<file path="src/host_cmd_pkg.sv">
package host_cmd_pkg;

  typedef enum logic [7:0] {
    get_cookie = 8'd0,
    ram_poke   = 8'd1,
    ram_peek   = 8'd2,
    dbus_read  = 8'd3,
    dbus_write = 8'd4
  } host_cmd_e;

  // Answer to get_cookie, lets the ESP detect the card
  localparam logic [7:0] COOKIE = 8'hAF;

  typedef struct packed {
    host_cmd_e  op;
    logic [7:0] p0;
    logic [7:0] p1;
    logic [7:0] p2;
  } host_cmd_t;

  // Tells the ESP which access raised the request
  typedef enum logic [2:0] {
    trs_io_in  = 3'd0,
    trs_io_out = 3'd1,
    frehd_in   = 3'd2,
    frehd_out  = 3'd3
  } esp_status_e;

endpackage

</file>
<file path="src/host_cmd_decoder.sv">
module host_cmd_decoder (
  input  logic                    clk,
  input  logic                    arst_n,
  input  logic [7:0]              rx_byte,
  input  logic                    rx_valid,
  input  logic                    frame_start,
  input  logic [7:0]              trs_d_in,
  input  logic [7:0]              peek_data,
  output logic                    tx_load,
  output logic [7:0]              tx_byte,
  output host_cmd_pkg::host_cmd_t cmd,
  output logic                    action
);

  import host_cmd_pkg::*;

  typedef enum logic {
    st_idle,
    st_params
  } state_e;

  state_e     state;
  logic [1:0] remain;
  logic [1:0] idx;
  logic [1:0] param_cnt;
  logic       known;
  logic [2:0] peek_dly;

  // Parameter bytes per opcode
  always_comb begin
    known = 1'b1;
    case (rx_byte)
      ram_poke:              param_cnt = 2'd3;
      ram_peek:              param_cnt = 2'd2;
      dbus_write:            param_cnt = 2'd1;
      get_cookie, dbus_read: param_cnt = 2'd0;
      default: begin
        param_cnt = 2'd0;
        known     = 1'b0;
      end
    endcase
  end

  always_ff @(posedge clk or negedge arst_n) begin
    if (!arst_n) begin
      state  <= st_idle;
      remain <= '0;
      idx    <= '0;
      action <= 1'b0;
    end else begin
      action <= 1'b0;
      if (frame_start) begin
        state <= st_idle;
      end else if (rx_valid && state == st_idle && known) begin
        idx    <= '0;
        remain <= param_cnt;
        if (param_cnt == 2'd0) begin
          action <= 1'b1;
        end else begin
          state <= st_params;
        end
      end else if (rx_valid && state == st_params) begin
        idx    <= idx + 2'd1;
        remain <= remain - 2'd1;
        if (remain == 2'd1) begin
          action <= 1'b1;
          state  <= st_idle;
        end
      end
    end
  end

  // Opcode and parameter capture, unknown opcodes leave cmd alone
  always_ff @(posedge clk) begin
    if (rx_valid && !frame_start) begin
      if (state == st_idle && known) begin
        cmd.op <= host_cmd_e'(rx_byte);
      end else if (state == st_params) begin
        case (idx)
          2'd0:    cmd.p0 <= rx_byte;
          2'd1:    cmd.p1 <= rx_byte;
          default: cmd.p2 <= rx_byte;
        endcase
      end
    end
  end

  // Peek data leaves port B two cycles after action
  always_ff @(posedge clk or negedge arst_n) begin
    if (!arst_n) begin
      peek_dly <= '0;
      tx_load  <= 1'b0;
    end else begin
      peek_dly <= {peek_dly[1:0], action && (cmd.op == ram_peek)};
      tx_load  <= peek_dly[2] || (action && (cmd.op inside {get_cookie, dbus_read}));
    end
  end

  always_ff @(posedge clk) begin
    if (peek_dly[2]) begin
      tx_byte <= peek_data;
    end else if (action && cmd.op == dbus_read) begin
      tx_byte <= trs_d_in;
    end else if (action && cmd.op == get_cookie) begin
      tx_byte <= COOKIE;
    end
  end

endmodule

</file>
<file path="config.mk">
export PLATFORM = sky130hd
export DESIGN_NAME = host_cmd_decoder
export DESIGN_NICKNAME = d
export VERILOG_FILES = /design/src/host_cmd_pkg.sv /design/src/host_cmd_decoder.sv
export SDC_FILE = /design/constraint.sdc
export NUM_CORES = 1
export LEC_CHECK = 0
export BUFFER_PORTS_ARGS = -buffer_cell sky130_fd_sc_hd__clkbuf_2
export CAP_MARGIN = 20
export CORE_MARGIN = 2
export CORE_UTILIZATION = 52
export DETAILED_ROUTE_END_ITERATION = 16
export GPL_ROUTABILITY_DRIVEN = 0
export PLACE_DENSITY = 0.83
export SLEW_MARGIN = 20
export SYNTH_ARGS = -nofsm -noshare
export SYNTH_HDL_FRONTEND = slang
export SYNTH_SLANG_ARGS = --single-unit
</file>
<file path="constraint.sdc">
create_clock -name clk -period 3.9 [get_ports clk]
set_input_delay 0.585 -clock clk [delete_from_list [all_inputs] [get_ports clk]]
set_output_delay 0.585 -clock clk [all_outputs]
set_load 0.01 [all_outputs]
</file>
# --- After elaboration in Yosys (flattened, before gate mapping) ---
# Cells that the tools add are included.
op_classes:
  bitwise: 4
  n_eq_ne: 9
  n_addsub: 2
  shifts: 0
  multipliers: 0
  order_cmp: 0
  n_mux: 19
  div_mod_pow: 0
  reduce_logical: 28
op_table:
  columns: ["cell", "count"]
  rows:
  - ["$eq A8 B2 Y1 const B", 4]
  - ["$mux W8", 3]
  - ["$logic_not A8 Y1", 2]
  - ["$reduce_and A4 Y1", 3]
  - ["$mux W1", 11]
  - ["$logic_and A1 B1 Y1", 9]
  - ["$reduce_bool A3 Y1", 3]
  - ["$eq A8 B1 Y1 const B", 1]
  - ["$eq A8 B3 Y1 const B", 1]
  - ["$mux W2", 4]
  - ["$pmux W2 S3", 1]
  - ["$reduce_or A5 Y1", 1]
  - ["$eq A2 B1 Y1 const B", 2]
  - ["$logic_not A2 Y1", 2]
  - ["$not A1 Y1", 4]
  - ["$reduce_and A2 Y1", 2]
  - ["$reduce_bool A2 Y1", 2]
  - ["$ne A3 B3 Y1 const B", 1]
  - ["$reduce_and A3 Y1", 1]
  - ["$add A2 B1 Y2 const B", 1]
  - ["$reduce_or A2 Y1", 1]
  - ["$sub A2 B1 Y2 const B", 1]
  - ["$logic_not A1 Y1", 1]
  - ["$logic_or A1 B1 Y1", 1]
word_totals:
  wordCells: 73
  mem_bits_ro: 0
  latch_bits: 0
  ff_bits: 50
  output_inout_bits: 42
  inputBits: 28
  n_memories: 0
  ram_bits: 0

# --- Logic depth before layout (Yosys ltp) ---
# Gate-level depths: netlist (run 1).
logic_depth:
  word_depth: 6
  ltp_mapped: 5

# --- Worst setup path before layout (run 1) ---
# No wires, ideal clock.
synth_timing:
  path_kind: "input -> register"
  from: "in rx_valid"
  to: "reg cmd[0] (netlist bit), enable pin"
  cell_stages: 4
  setup_time_ns: 0.383
  arrival_time_ns: 1.564
  slack_ns: 1.953
  n_path_buf: 1
  cell_sequence: "nand2_1 or2_1 clkbuf_1 nor3_1"
synth_via:
  elab_chain_len: 2
synth_lines:
  columns: ["element", "line", "source"]
  rows:
  - ["start: declaration", "host_cmd_decoder.sv:5", "input logic rx_valid,"]
  - ["$logic_and A1 B1 Y1", "host_cmd_decoder.sv:75", "if (rx_valid && !frame_start) begin"]
  - ["$reduce_and A4 Y1 (no line)", null, null]
  - ["end: declaration", "host_cmd_decoder.sv:11", "output host_cmd_pkg::host_cmd_t cmd,"]
# Every way passes these cells.
# A chain may end at the register's enable or synchronous reset.

# --- Final worst setup path (run 1) ---
layout_timing:
  from: "reg cmd[27] (netlist bit)"
  to: "reg tx_byte[2], data pin"
layout_via:
  elab_chain_len: 4
layout_lines:
  columns: ["element", "line", "source"]
  rows:
  - ["$eq A8 B2 Y1", "host_cmd_decoder.sv:102", "end else if (action && cmd.op == dbus_read) begin"]
  - ["$logic_and A1 B1 Y1", "host_cmd_decoder.sv:102", null]
  - ["$mux W8", "host_cmd_decoder.sv:102", null]
  - ["$mux W8", "host_cmd_decoder.sv:100", "if (peek_dly[2]) begin"]
  - ["end signal: assignment", "host_cmd_decoder.sv:101", "tx_byte <= peek_data;"]
  - ["end signal: assignment", "host_cmd_decoder.sv:103", "tx_byte <= trs_d_in;"]
  - ["end: declaration", "host_cmd_decoder.sv:10", "output logic [7:0] tx_byte,"]
# Every way passes these cells.

==> reports/results.ini, run 1 <==
[status]
status=finished, final reports clean

[sta]
maxSlewViolCount=0
fin_worst_skew_ns=0.00769
min_period_over_period=0.486
hold_violations=0
max_freq_ghz=0.527
max_slew_margin=0.579
setup_viol=0
layout_min_cycle_time_ns=1.90
tightest_slew_ns=0.628
setup_tns_ns=0
rsz0062_at_grt=false

[logic_synthesis]
ys_seq_elements=50
synth.distinct_cells=34
yosys_warnings=0
synth.avg_cell_area_um2=16.2
synthesis.nets=149
netlist_area_um2=1910
yosysSeqAreaShare=0.761
synth_cells=118

[cells_and_area]
finalNonFillerCells=238
num_antenna_cells=0
areaGrowthSynthToFinish_pct=25.0
fill_cells=243
finalNetCount=222
drive_gt1_frac=0.432

[power_and_ir_drop]
p_leak_nw=0.997
irDropWorstVdd_mv=0.276
p_per_area_nw_per_um2=392

[place]
hpwlAfterDp_mm=2.87
io_buffers=69
place_inst=230

[global_routing]
antenna_found_initial=0
grt_pass1_wl_mm=5.80
grt.busiest_layer=met2
grt_pass1_vias=1176
use_met2=0.310
grt_use_met3=0.0486
gr-total-overflow=0
grt_max_degree=17
use_met1=0.245
grt_usage=0.188

[setup_path]
start_kind=register
path_class=register to register
worstReg2RegEnd=tx_byte[2]$_DFFE_PP_
r2r_start=cmd[27]$_DFFE_PP_
reg2reg_depth=4
r2r_slack_ns=2.00
worstSetupEndpointType=register
crit_arrival_ns=1.99
cp.required_ns=4.00
cp_max_fo=6
cp-startpoint=cmd[27]$_DFFE_PP_

[route]
ant_nets=0
num_vias=1281
wl_per_cell_um=15.8
drt_iter0_drc=36
drc=0
firstDrtPassIters=4
via_per_inst=5.38
wirelength_mm=3.76

[job]
maxCapViolCount=0

[floorplan]
rows=21
ios=70
start_util=0.558
die_h_um=64.6
dieArea_um2=4170
die_w_um=64.6
core-area_um2=3420

[min_path]
min_path_type=input port to asynchronous set/reset pin

[cts]
numCtsBuffers=5
clock_tree.root_cell=clkbuf_4
post-cts-setup-buffers=0
cts_tree=yes
insertion_delay_ns=0.35
post_cts_resize_count=0
cts_hold_buf=0
clk_pin_slew_ns=0.14
cts.sinks=50
cts-htree-levels=2
cts_buffer_depth=2

## flip-flops by register name (all words and copies together) (netlist names)
name and cells:
peek_dly 3, tx_load 1, state 1, cmd 32, tx_byte 8, idx 2
remain 2, action 1
## synthesized netlist by cell type
master,n,area share
o21ai_0,3,0.0079
and2_1,2,0.0066
nand2_1,5,0.0098
dfrtp_1,10,0.13
nor2_1,3,0.0059
nor4b_2,1,0.0079
nor2b_1,3,0.0098
nor3b_1,1,0.0039
a22o_1,2,0.0092
xor2_1,1,0.0046
a2bb2oi_1,6,0.028
o31ai_1,1,0.0039
inv_1,10,0.020
a21oi_1,3,0.0079
edfxtp_1,40,0.63
a31oi_1,1,0.0033
a2111oi_0,1,0.0046
or2_1,1,0.0033
nor4b_4,1,0.012
a31o_2,2,0.0092
clkbuf_2,1,0.0026
xnor2_1,1,0.0046
nor3_1,3,0.0079
o32ai_1,1,0.0046
nor4_1,1,0.0033
clkbuf_1,2,0.0039
and3b_1,1,0.0046
or4_1,1,0.0039
o2111ai_1,1,0.0046
nand3_2,1,0.0052
ha_1,3,0.020
nand3_1,3,0.0079
a211oi_1,1,0.0039
or3b_1,1,0.0046
## worst max path at each step
stage                                 to  slack, ns  cells past startpoint
floorplan               cmd[0]$_DFFE_PP_       1.95                      4
global placement        cmd[6]$_DFFE_PP_       1.78                      4
detailed placement      cmd[6]$_DFFE_PP_       1.61                      4
CTS                     cmd[7]$_DFFE_PP_       1.87                      3
global route        tx_byte[2]$_DFFE_PP_       1.87                      4
finish              tx_byte[2]$_DFFE_PP_       2.00                      4
## per-stage QoR
step           area [um2]  hold slack (ns)  setup WS [ns]   util  total power, mW
3_5_place_dp         2300            0.337           1.61  0.673            0.654
6_report             2380           0.0761           2.00  0.698            0.934
4_1_cts              2380           0.0611           1.87  0.696            0.941
3_3_place_gp         2300            0.332           1.78  0.673            0.650
5_1_grt              2380           0.0541           1.87  0.698            0.973
2_1_floorplan        1910            0.289           1.95      -            0.622
## layer usage
metal	vias up	wire (um)
met2	69	1890
met1	606	1470
met4	0	59
met3	9	347
met5	-	0
li1	597	-
## kinds of logic after synthesis
kind of cell,share of synthesized area
AO/OA/AOI/OAI,0.0866
XOR/XNOR,0.00919
adder cells (fa/ha/maj),0.0197
buffers and inverters,0.0262
flip-flops,0.761
AND/OR/NAND/NOR,0.0971
## cells in the final DEF, fill, tap and decap left out, drive strengths merged
master,Yosys,routed
a211oi,1,1
or3b,1,1
ha,3,3
and3b,1,1
nand2,5,5
a31oi,1,1
nor2b,3,3
or2,1,1
clkinv,0,1
a31o,2,2
a22o,2,2
o2111ai,1,1
o32ai,1,1
nand3,4,4
xor2,1,1
nor3,3,3
a21oi,3,3
a2bb2oi,6,6
nor4b,2,2
a2111oi,1,1
edfxtp,40,40
nor2,3,3
xnor2,1,1
dfrtp,10,10
clkbuf,3,74
bufinv,0,1
and2,2,2
or4,1,1
nor4,1,1
o21ai,3,3
inv,10,11
nor3b,1,1
o31ai,1,1
## worst max-delay path, cell delays in order, from the launching register on
cell       delay, ns
edfxtp_1        0.42
nor3_1          0.43
nand3_2         0.15
or3b_1          0.47
a2bb2oi_1       0.17
## area by class of cell
class                      instances  area [um2]  area share
multi-input combinational         55         410       0.172
timing repair buffer              69         345       0.145
clock buffer                       5        37.5      0.0157
clock inverter                     3        43.8      0.0184
inverter                          10        37.5      0.0157
tap                               46        57.6      0.0241
sequential                        50        1450       0.609
## where the power goes
part           internal, mW  total (mW)  switching (mW)
registers             0.582       0.587         0.00495
clock network         0.136       0.290           0.154
logic                0.0247      0.0561          0.0314
Power figures use the tool's default switching activity.
==> run 2: changes to the inputs <==
--- a/config.mk
+++ b/config.mk
@@ -8,10 +8,10 @@
 export BUFFER_PORTS_ARGS = -buffer_cell sky130_fd_sc_hd__clkbuf_2
 export CAP_MARGIN = 20
 export CORE_MARGIN = 2
-export CORE_UTILIZATION = 52
+export CORE_UTILIZATION = 43
 export DETAILED_ROUTE_END_ITERATION = 16
 export GPL_ROUTABILITY_DRIVEN = 0
-export PLACE_DENSITY = 0.83
+export PLACE_DENSITY = 0.74
 export SLEW_MARGIN = 20
 export SYNTH_ARGS = -nofsm -noshare
 export SYNTH_HDL_FRONTEND = slang
==> constraint.sdc (replaced) <==
create_clock -name clk -period 1.7 [get_ports clk]
set_input_delay 0.255 -clock clk [delete_from_list [all_inputs] [get_ports clk]]
set_output_delay 0.255 -clock clk [all_outputs]
set_load 0.01 [all_outputs]
==> run 2 against run 1 <==
  * The flow now finishes with violations (setup timing)
  * Die area grew 20%
  * Worst hold slack gained 0.14 ns
  * Sequential share of layout area shrank 4.4 points
  * Largest power group unchanged
  * Sequential cell count is the same
  * Wire length grew 3.7%
  * Largest cell class unchanged
  * Final cell count grew 9.7%
  * Clock-buffer cell count is the same
  * Critical endpoint is now tx_byte[1]$_DFFE_PP_
==> reports/results.ini, run 2 (synthesis results as in run 1) <==
[route]
drt_iter0_drc=62  ; +72%
drc=0  ; unchanged
wl_per_cell_um=15.0  ; -5.5%
wirelength_mm=3.90  ; +3.7%
firstDrtPassIters=4  ; unchanged
num_vias=1301  ; +1.6%
via_per_inst=4.98  ; -7.4%
ant_nets=0  ; unchanged

[power_and_ir_drop]
irDropWorstVdd_mv=0.535  ; +94%
p_leak_nw=1.09  ; +9.2%
p_per_area_nw_per_um2=904  ; +130%

[cts]
cts_buffer_depth=2  ; unchanged
clk_pin_slew_ns=0.09  ; -0.05 ns
clock_tree.root_cell=clkbuf_8
insertion_delay_ns=0.30  ; -0.05 ns
cts.sinks=50  ; unchanged
cts_tree=yes
cts-htree-levels=2  ; unchanged
numCtsBuffers=5  ; unchanged

[status]
status=finished with violations
violations=setup timing

[min_path]
min-delay-start=frame_start
min_path_type=input port to register

[global_routing]
grt_usage=0.158  ; -0.0301
grt_max_degree=17  ; unchanged
antenna_found_initial=0  ; unchanged
grt_pass1_wl_mm=6.01  ; +3.6%
grt_pass1_vias=1234  ; +4.9%
gr-total-overflow=0  ; unchanged

[place]
hpwlAfterDp_mm=2.84  ; -0.76%
place_ws_ns=-0.0780  ; -1.69 ns
io_buffers=69  ; unchanged

[sta]
fin_hold_ws_ns=0.218  ; +0.142 ns
min_period_over_period=1.02  ; +0.531
fin_worst_skew_ns=0.00705  ; -0.000643 ns
setup_ws_ns=-0.0296  ; -2.03 ns
max_slew_margin=0.720  ; +0.141
max_freq_ghz=0.578  ; +9.6%
maxSlewViolCount=0  ; unchanged
hold_violations=0  ; unchanged
tightest_slew_ns=0.420  ; -0.208 ns
rsz0062_at_grt=true
layout_min_cycle_time_ns=1.73  ; -0.166 ns
setup_viol=6  ; +6

[setup_path]
cp_slowest_cell=edfxtp_1
path_class=register to register
critPathTopFamily=simple AND/OR/NAND/NOR gates
r2r_start=cmd[30]$_DFFE_PP_
path_cells=nor4b_4 -> nand3_2 -> or3b_4 -> a2bb2oi_1
worst-path-buf-inv=0  ; unchanged
worstSetupEndpointType=register
cp.required_ns=1.76  ; -2.24 ns
cp-startpoint=cmd[30]$_DFFE_PP_
start_kind=register
cp_max_fo=6  ; unchanged
critPathMaxStageDelay_ns=0.44  ; -0.03 ns
crit_arrival_ns=1.79  ; -0.20 ns

[floorplan]
die_w_um=70.6  ; +9.3%
core-area_um2=4320  ; +27%
die_h_um=70.6  ; +9.3%
rows=24  ; +14%
dieArea_um2=4980  ; +20%
start_util=0.441  ; -0.117
ios=70  ; unchanged

[job]
maxCapViolCount=0  ; unchanged

[cells_and_area]
finalNetCount=239  ; +7.7%
num_antenna_cells=0  ; unchanged
final_cell_mix=69 x clkbuf_2, 40 x edfxtp_1, 16 x buf_4
largest-register=cmd
largest_reg_flops=32  ; unchanged
top_regs=cmd x32, tx_byte x8, peek_dly x3
drive_gt1_frac=0.483  ; +0.0510
layout_commonest_cell=clkbuf_2
areaGrowthSynthToFinish_pct=34.6

==> run 2: cell count changes in the layout (fill, tap and decap cells not counted) <==
cell	delta
buf_4	+16
clkbuf_4	-5
clkbuf_8	+5
clkinvlp_4	+1
dlygate4sd3_1	+1
inv_1	-1
nor4b_2	-1
nor4b_4	+1
or3b_1	-1
or3b_4	+1
==> run 2: timing repair <==
action | 4_1_cts | 5_1_grt
pin swaps | 1 | 1
hold endpoints to repair | 10 | 0
hold buffers | 1 | 0
resized for setup | 1 | 2
buffers inserted | 1 | 2
setup endpoints to repair | 6 | 18
==> run 2: path summary, 6_finish.rpt <==
| kind | endpoint | slack (ns) | cells after the start |
|---|---|---|---|
| max | tx_byte[1]$_DFFE_PP_ | -0.03 | 4 |
| min | state$_DFFE_PN0P_ | 0.22 | 2 |
| max reg2reg | tx_byte[1]$_DFFE_PP_ | -0.03 | 4 |
| min reg2reg | peek_dly[2]$_DFF_PN0_ | 0.36 | 0 |
| max in group asynchronous | action$_DFF_PN0_ | 1.15 | 2 |
| min in group asynchronous | peek_dly[0]$_DFF_PN0_ | 0.34 | 2 |
==> run 2: routing by layer <==
| layer | global-route usage | vias to the layer above | share of wire |
|---|---|---|---|
| li1 | - | 630 | - |
| met1 | 0.202 | 621 | 0.41 |
| met2 | 0.261 | 45 | 0.51 |
| met3 | 0.0499 | 5 | 0.059 |
| met4 | 0.0503 | 0 | 0.014 |
| met5 | 0 | - | 0 |
==> run 2: area by class of cell <==
class | count | area [um2]
clock buffers | 5 | 68.8
clock inverters | 3 | 43.8
fillers | 345 | 1760
inverters | 10 | 41.3
multi-input cells | 55 | 422
flip-flops and latches | 50 | 1450
well taps | 52 | 65.1
repair buffers | 86 | 475
==> run 2: report_power, final <==
part | switching (mW) | internal (mW)
sequential | 0.0121 | 1.34
clock | 0.396 | 0.441
combinational | 0.0699 | 0.0653
==> run 2: through the flow <==
| stage | std cells | setup TNS (ns) | utilization | total power, mW | area, um2 |
|---|---|---|---|---|---|
| floorplan | 118 | -0.443 | - | 1.43 | 1910 |
| CTS | 259 | -0.0832 | 0.587 | 2.34 | 2540 |
| global placement | 249 | -0.163 | 0.557 | 1.50 | 2410 |
| detailed placement | 249 | -0.422 | 0.557 | 1.51 | 2410 |
| finish | 261 | -0.0889 | 0.594 | 2.32 | 2570 |
| global route | 261 | -0.317 | 0.594 | 2.41 | 2570 |
==> run 3: changes to the inputs <==
--- a/config.mk
+++ b/config.mk
@@ -5,13 +5,15 @@
 export SDC_FILE = /design/constraint.sdc
 export NUM_CORES = 1
 export LEC_CHECK = 0
+export ABC_AREA = 1
 export BUFFER_PORTS_ARGS = -buffer_cell sky130_fd_sc_hd__clkbuf_2
 export CAP_MARGIN = 20
 export CORE_MARGIN = 2
-export CORE_UTILIZATION = 43
+export CORE_UTILIZATION = 45
+export CTS_CLUSTER_SIZE = 24
 export DETAILED_ROUTE_END_ITERATION = 16
 export GPL_ROUTABILITY_DRIVEN = 0
-export PLACE_DENSITY = 0.74
+export PLACE_DENSITY = 0.75
 export SLEW_MARGIN = 20
 export SYNTH_ARGS = -nofsm -noshare
 export SYNTH_HDL_FRONTEND = slang
==> run 3 against run 2 <==
  * The flow now finishes without violations
  * Non-clock buffer count is 11 lower
  * Final cell count increased by 16%
  * Critical path depth is the same
  * Worst hold slack lost 0.0063 ns
  * Register-to-register slack improved by 0.21 ns
  * Largest power group unchanged
==> reports/results.ini, run 3 <==
[cells_and_area]
drive_gt1_frac=0.410  ; -0.0729
finalNetCount=281  ; +18%
areaGrowthSynthToFinish_pct=25.8
largest_reg_flops=32  ; unchanged
multi_input_area_um2=527  ; +25%
largest-register=cmd
fill_cells=367  ; +6.4%
layout_commonest_cell=clkbuf_2
num_antenna_cells=0  ; unchanged
top_regs=cmd x32, tx_byte x8, peek_dly x3
seq_area_um2=1450  ; unchanged
final_cell_mix=69 x clkbuf_2, 40 x edfxtp_1, 24 x inv_1

[floorplan]
start_util=0.475  ; +0.0338
core-area_um2=4410  ; +2.1%
rows=24  ; unchanged
die_h_um=72.2  ; +2.3%
die_w_um=72.2  ; +2.3%
dieArea_um2=5220  ; +4.7%
ios=70  ; unchanged

[global_routing]
grt_pass1_vias=1315  ; +6.6%
grt_usage=0.155  ; -0.00326
gr-total-overflow=0  ; unchanged
antenna_found_initial=0  ; unchanged
grt_pass1_wl_mm=6.12  ; +1.8%
grt_max_degree=17  ; unchanged

[setup_path]
cp_max_fo=8  ; +2
r2r_start=cmd[29]$_DFFE_PP_
worst-path-buf-inv=1  ; +1
cp.required_ns=1.71  ; -0.05 ns
critPathTopFamily=simple AND/OR/NAND/NOR gates
crit_arrival_ns=1.53  ; -0.26 ns
cp-startpoint=cmd[29]$_DFFE_PP_
cp_slowest_cell=edfxtp_1
path_cells=nor2_1 -> nand4_1 -> o21ai_1 -> buf_4
r2r_slack_ns=0.18  ; +0.21 ns
path_class=register to register
worstSetupEndpointType=register
start_kind=register
critPathMaxStageDelay_ns=0.41  ; -0.03 ns

[logic_synthesis]
synth_area_leader_cell=edfxtp_1
yosys_warnings=0  ; unchanged
synth_edf_count=40  ; unchanged
yosysSeqAreaShare=0.693  ; -0.0686
synthesis.nets=200  ; +34%
ys_seq_elements=50  ; unchanged
synth_cells=169  ; +43%
synth.area.top_cells=edfxtp_1 57%, dfrtp_1 12%, inv_1 4.3%
yosysMostFrequentCell=edfxtp_1
yosys-top-cells-count=40 x edfxtp_1, 24 x inv_1, 22 x nand2_1
netlist.area_leader.share=0.573  ; -0.0568
synth.distinct_cells=27  ; -21%
netlist_area_um2=2100  ; +9.9%
yosys_most_used_dff=edfxtp_1
synth.avg_cell_area_um2=12.4  ; -23%
synthArstFlopShare=0.200  ; unchanged

[cts]
cts_buffer_depth=2  ; unchanged
post_cts_resize_count=0  ; -1
insertion_delay_ns=0.30  ; about the same
numCtsBuffers=5  ; unchanged
clk_pin_slew_ns=0.09  ; about the same
cts-htree-levels=2  ; unchanged
cts_tree=yes
cts_hold_buf=1  ; unchanged
cts.sinks=50  ; unchanged
post-cts-setup-buffers=0  ; -1
clock_tree.root_cell=clkbuf_8

[job]
maxCapViolCount=0  ; unchanged

[sta]
max_slew_margin=0.773  ; +0.0529
maxSlewViolCount=0  ; unchanged
layout_min_cycle_time_ns=1.52  ; -0.214 ns
tightest_slew_ns=0.341  ; -0.0797 ns
setup_viol=0  ; -6
max_freq_ghz=0.660  ; +14%
setup_tns_ns=0  ; +0.0889 ns
rsz0062_at_grt=false
fin_worst_skew_ns=0.00691  ; -0.000135 ns
min_period_over_period=0.892  ; -0.126
hold_violations=0  ; unchanged
fin_hold_ws_ns=0.211  ; -0.00633 ns

[route]
wirelength_mm=3.81  ; -2.4%
ant_nets=0  ; unchanged
via_per_inst=4.70  ; -5.8%
num_vias=1423  ; +9.4%
firstDrtPassIters=4  ; unchanged
wl_per_cell_um=12.6  ; -16%
drt_iter0_drc=56  ; -9.7%
drc=0  ; unchanged

[status]
status=finished, final reports clean

[min_path]
min_path_type=input port to register
min-delay-start=rx_byte[4]

[power_and_ir_drop]
p_per_area_nw_per_um2=811  ; -10%
irDropWorstVdd_mv=0.501  ; -6.4%
p_leak_nw=1.19  ; +8.8%

[place]
hpwlAfterDp_mm=2.92  ; +2.5%
io_buffers=69  ; unchanged

run 3: changes by cell type after synthesis, moves of 3 or more:
cell	delta
nand2_1	+17
inv_1	+14
nor2_1	+14
o21ai_1	+7
a2bb2oi_1	-6
nand3_1	+6
nor3_2	+6
o21bai_1	+6
inv_2	+5
nor2b_1	-3
o21ai_0	-3
run 3: stage by stage:
step           power (mW)   util  setup WS (ns)  instances  cell area (um2)
2_1_floorplan        1.44      -         0.0475        169             2100
3_3_place_gp         1.50  0.575          0.180        294             2540
5_1_grt              2.23  0.597         0.0904        303             2640
3_5_place_dp         1.50  0.575          0.122        294             2540
4_1_cts              2.15  0.597          0.152        303             2640
6_report             2.14  0.597          0.184        303             2640
run 3: final cells by class:
cell class	count	share of cell area
clock buffer	6	0.0275
clock inverter	2	0.00570
inverter	30	0.0427
multi-input combinational	88	0.200
sequential	50	0.551
tap	52	0.0247
timing repair buffer	75	0.149
run 3: power breakdown:
| part | internal [mW] | switching [mW] |
|---|---|---|
| registers | 1.33 | 0.00908 |
| logic | 0.0546 | 0.0754 |
| clock network | 0.290 | 0.375 |
run 3: worst register-to-register path: stages (launching register included):
cell and delay [ns]:
edfxtp_1 0.41, nor2_1 0.27, nand4_1 0.21, o21ai_1 0.16, buf_4 0.19
run 3: worst paths after layout:
kind,to,cells after the start
max in group asynchronous,action$_DFF_PN0_,2
worst min-delay path,cmd[28]$_DFFE_PP_,1
worst min register to register,peek_dly[2]$_DFF_PN0_,0
min in group asynchronous,state$_DFFE_PN0P_,2
worst max register to register,tx_byte[2]$_DFFE_PP_,4
worst max-delay path,tx_byte[2]$_DFFE_PP_,4
run 3: metal layers:
metal	vias up	track usage	part of all wire
li1	724	-	-
met1	651	0.200	0.43
met2	44	0.261	0.49
met3	4	0.0375	0.066
met4	0	0.0440	0.0084
met5	-	0	0
run 3: cells by family after synthesis:
logic type | count (synthesis) | share of synthesized area
DFF | 50 | 0.693
and+or+nand+nor | 69 | 0.186
xor gates and xnor gates | 1 | 0.00418
AOI/OAI and AO/OA | 15 | 0.0436
adders and majority gates | 3 | 0.0179
buffers and inverters | 31 | 0.0561
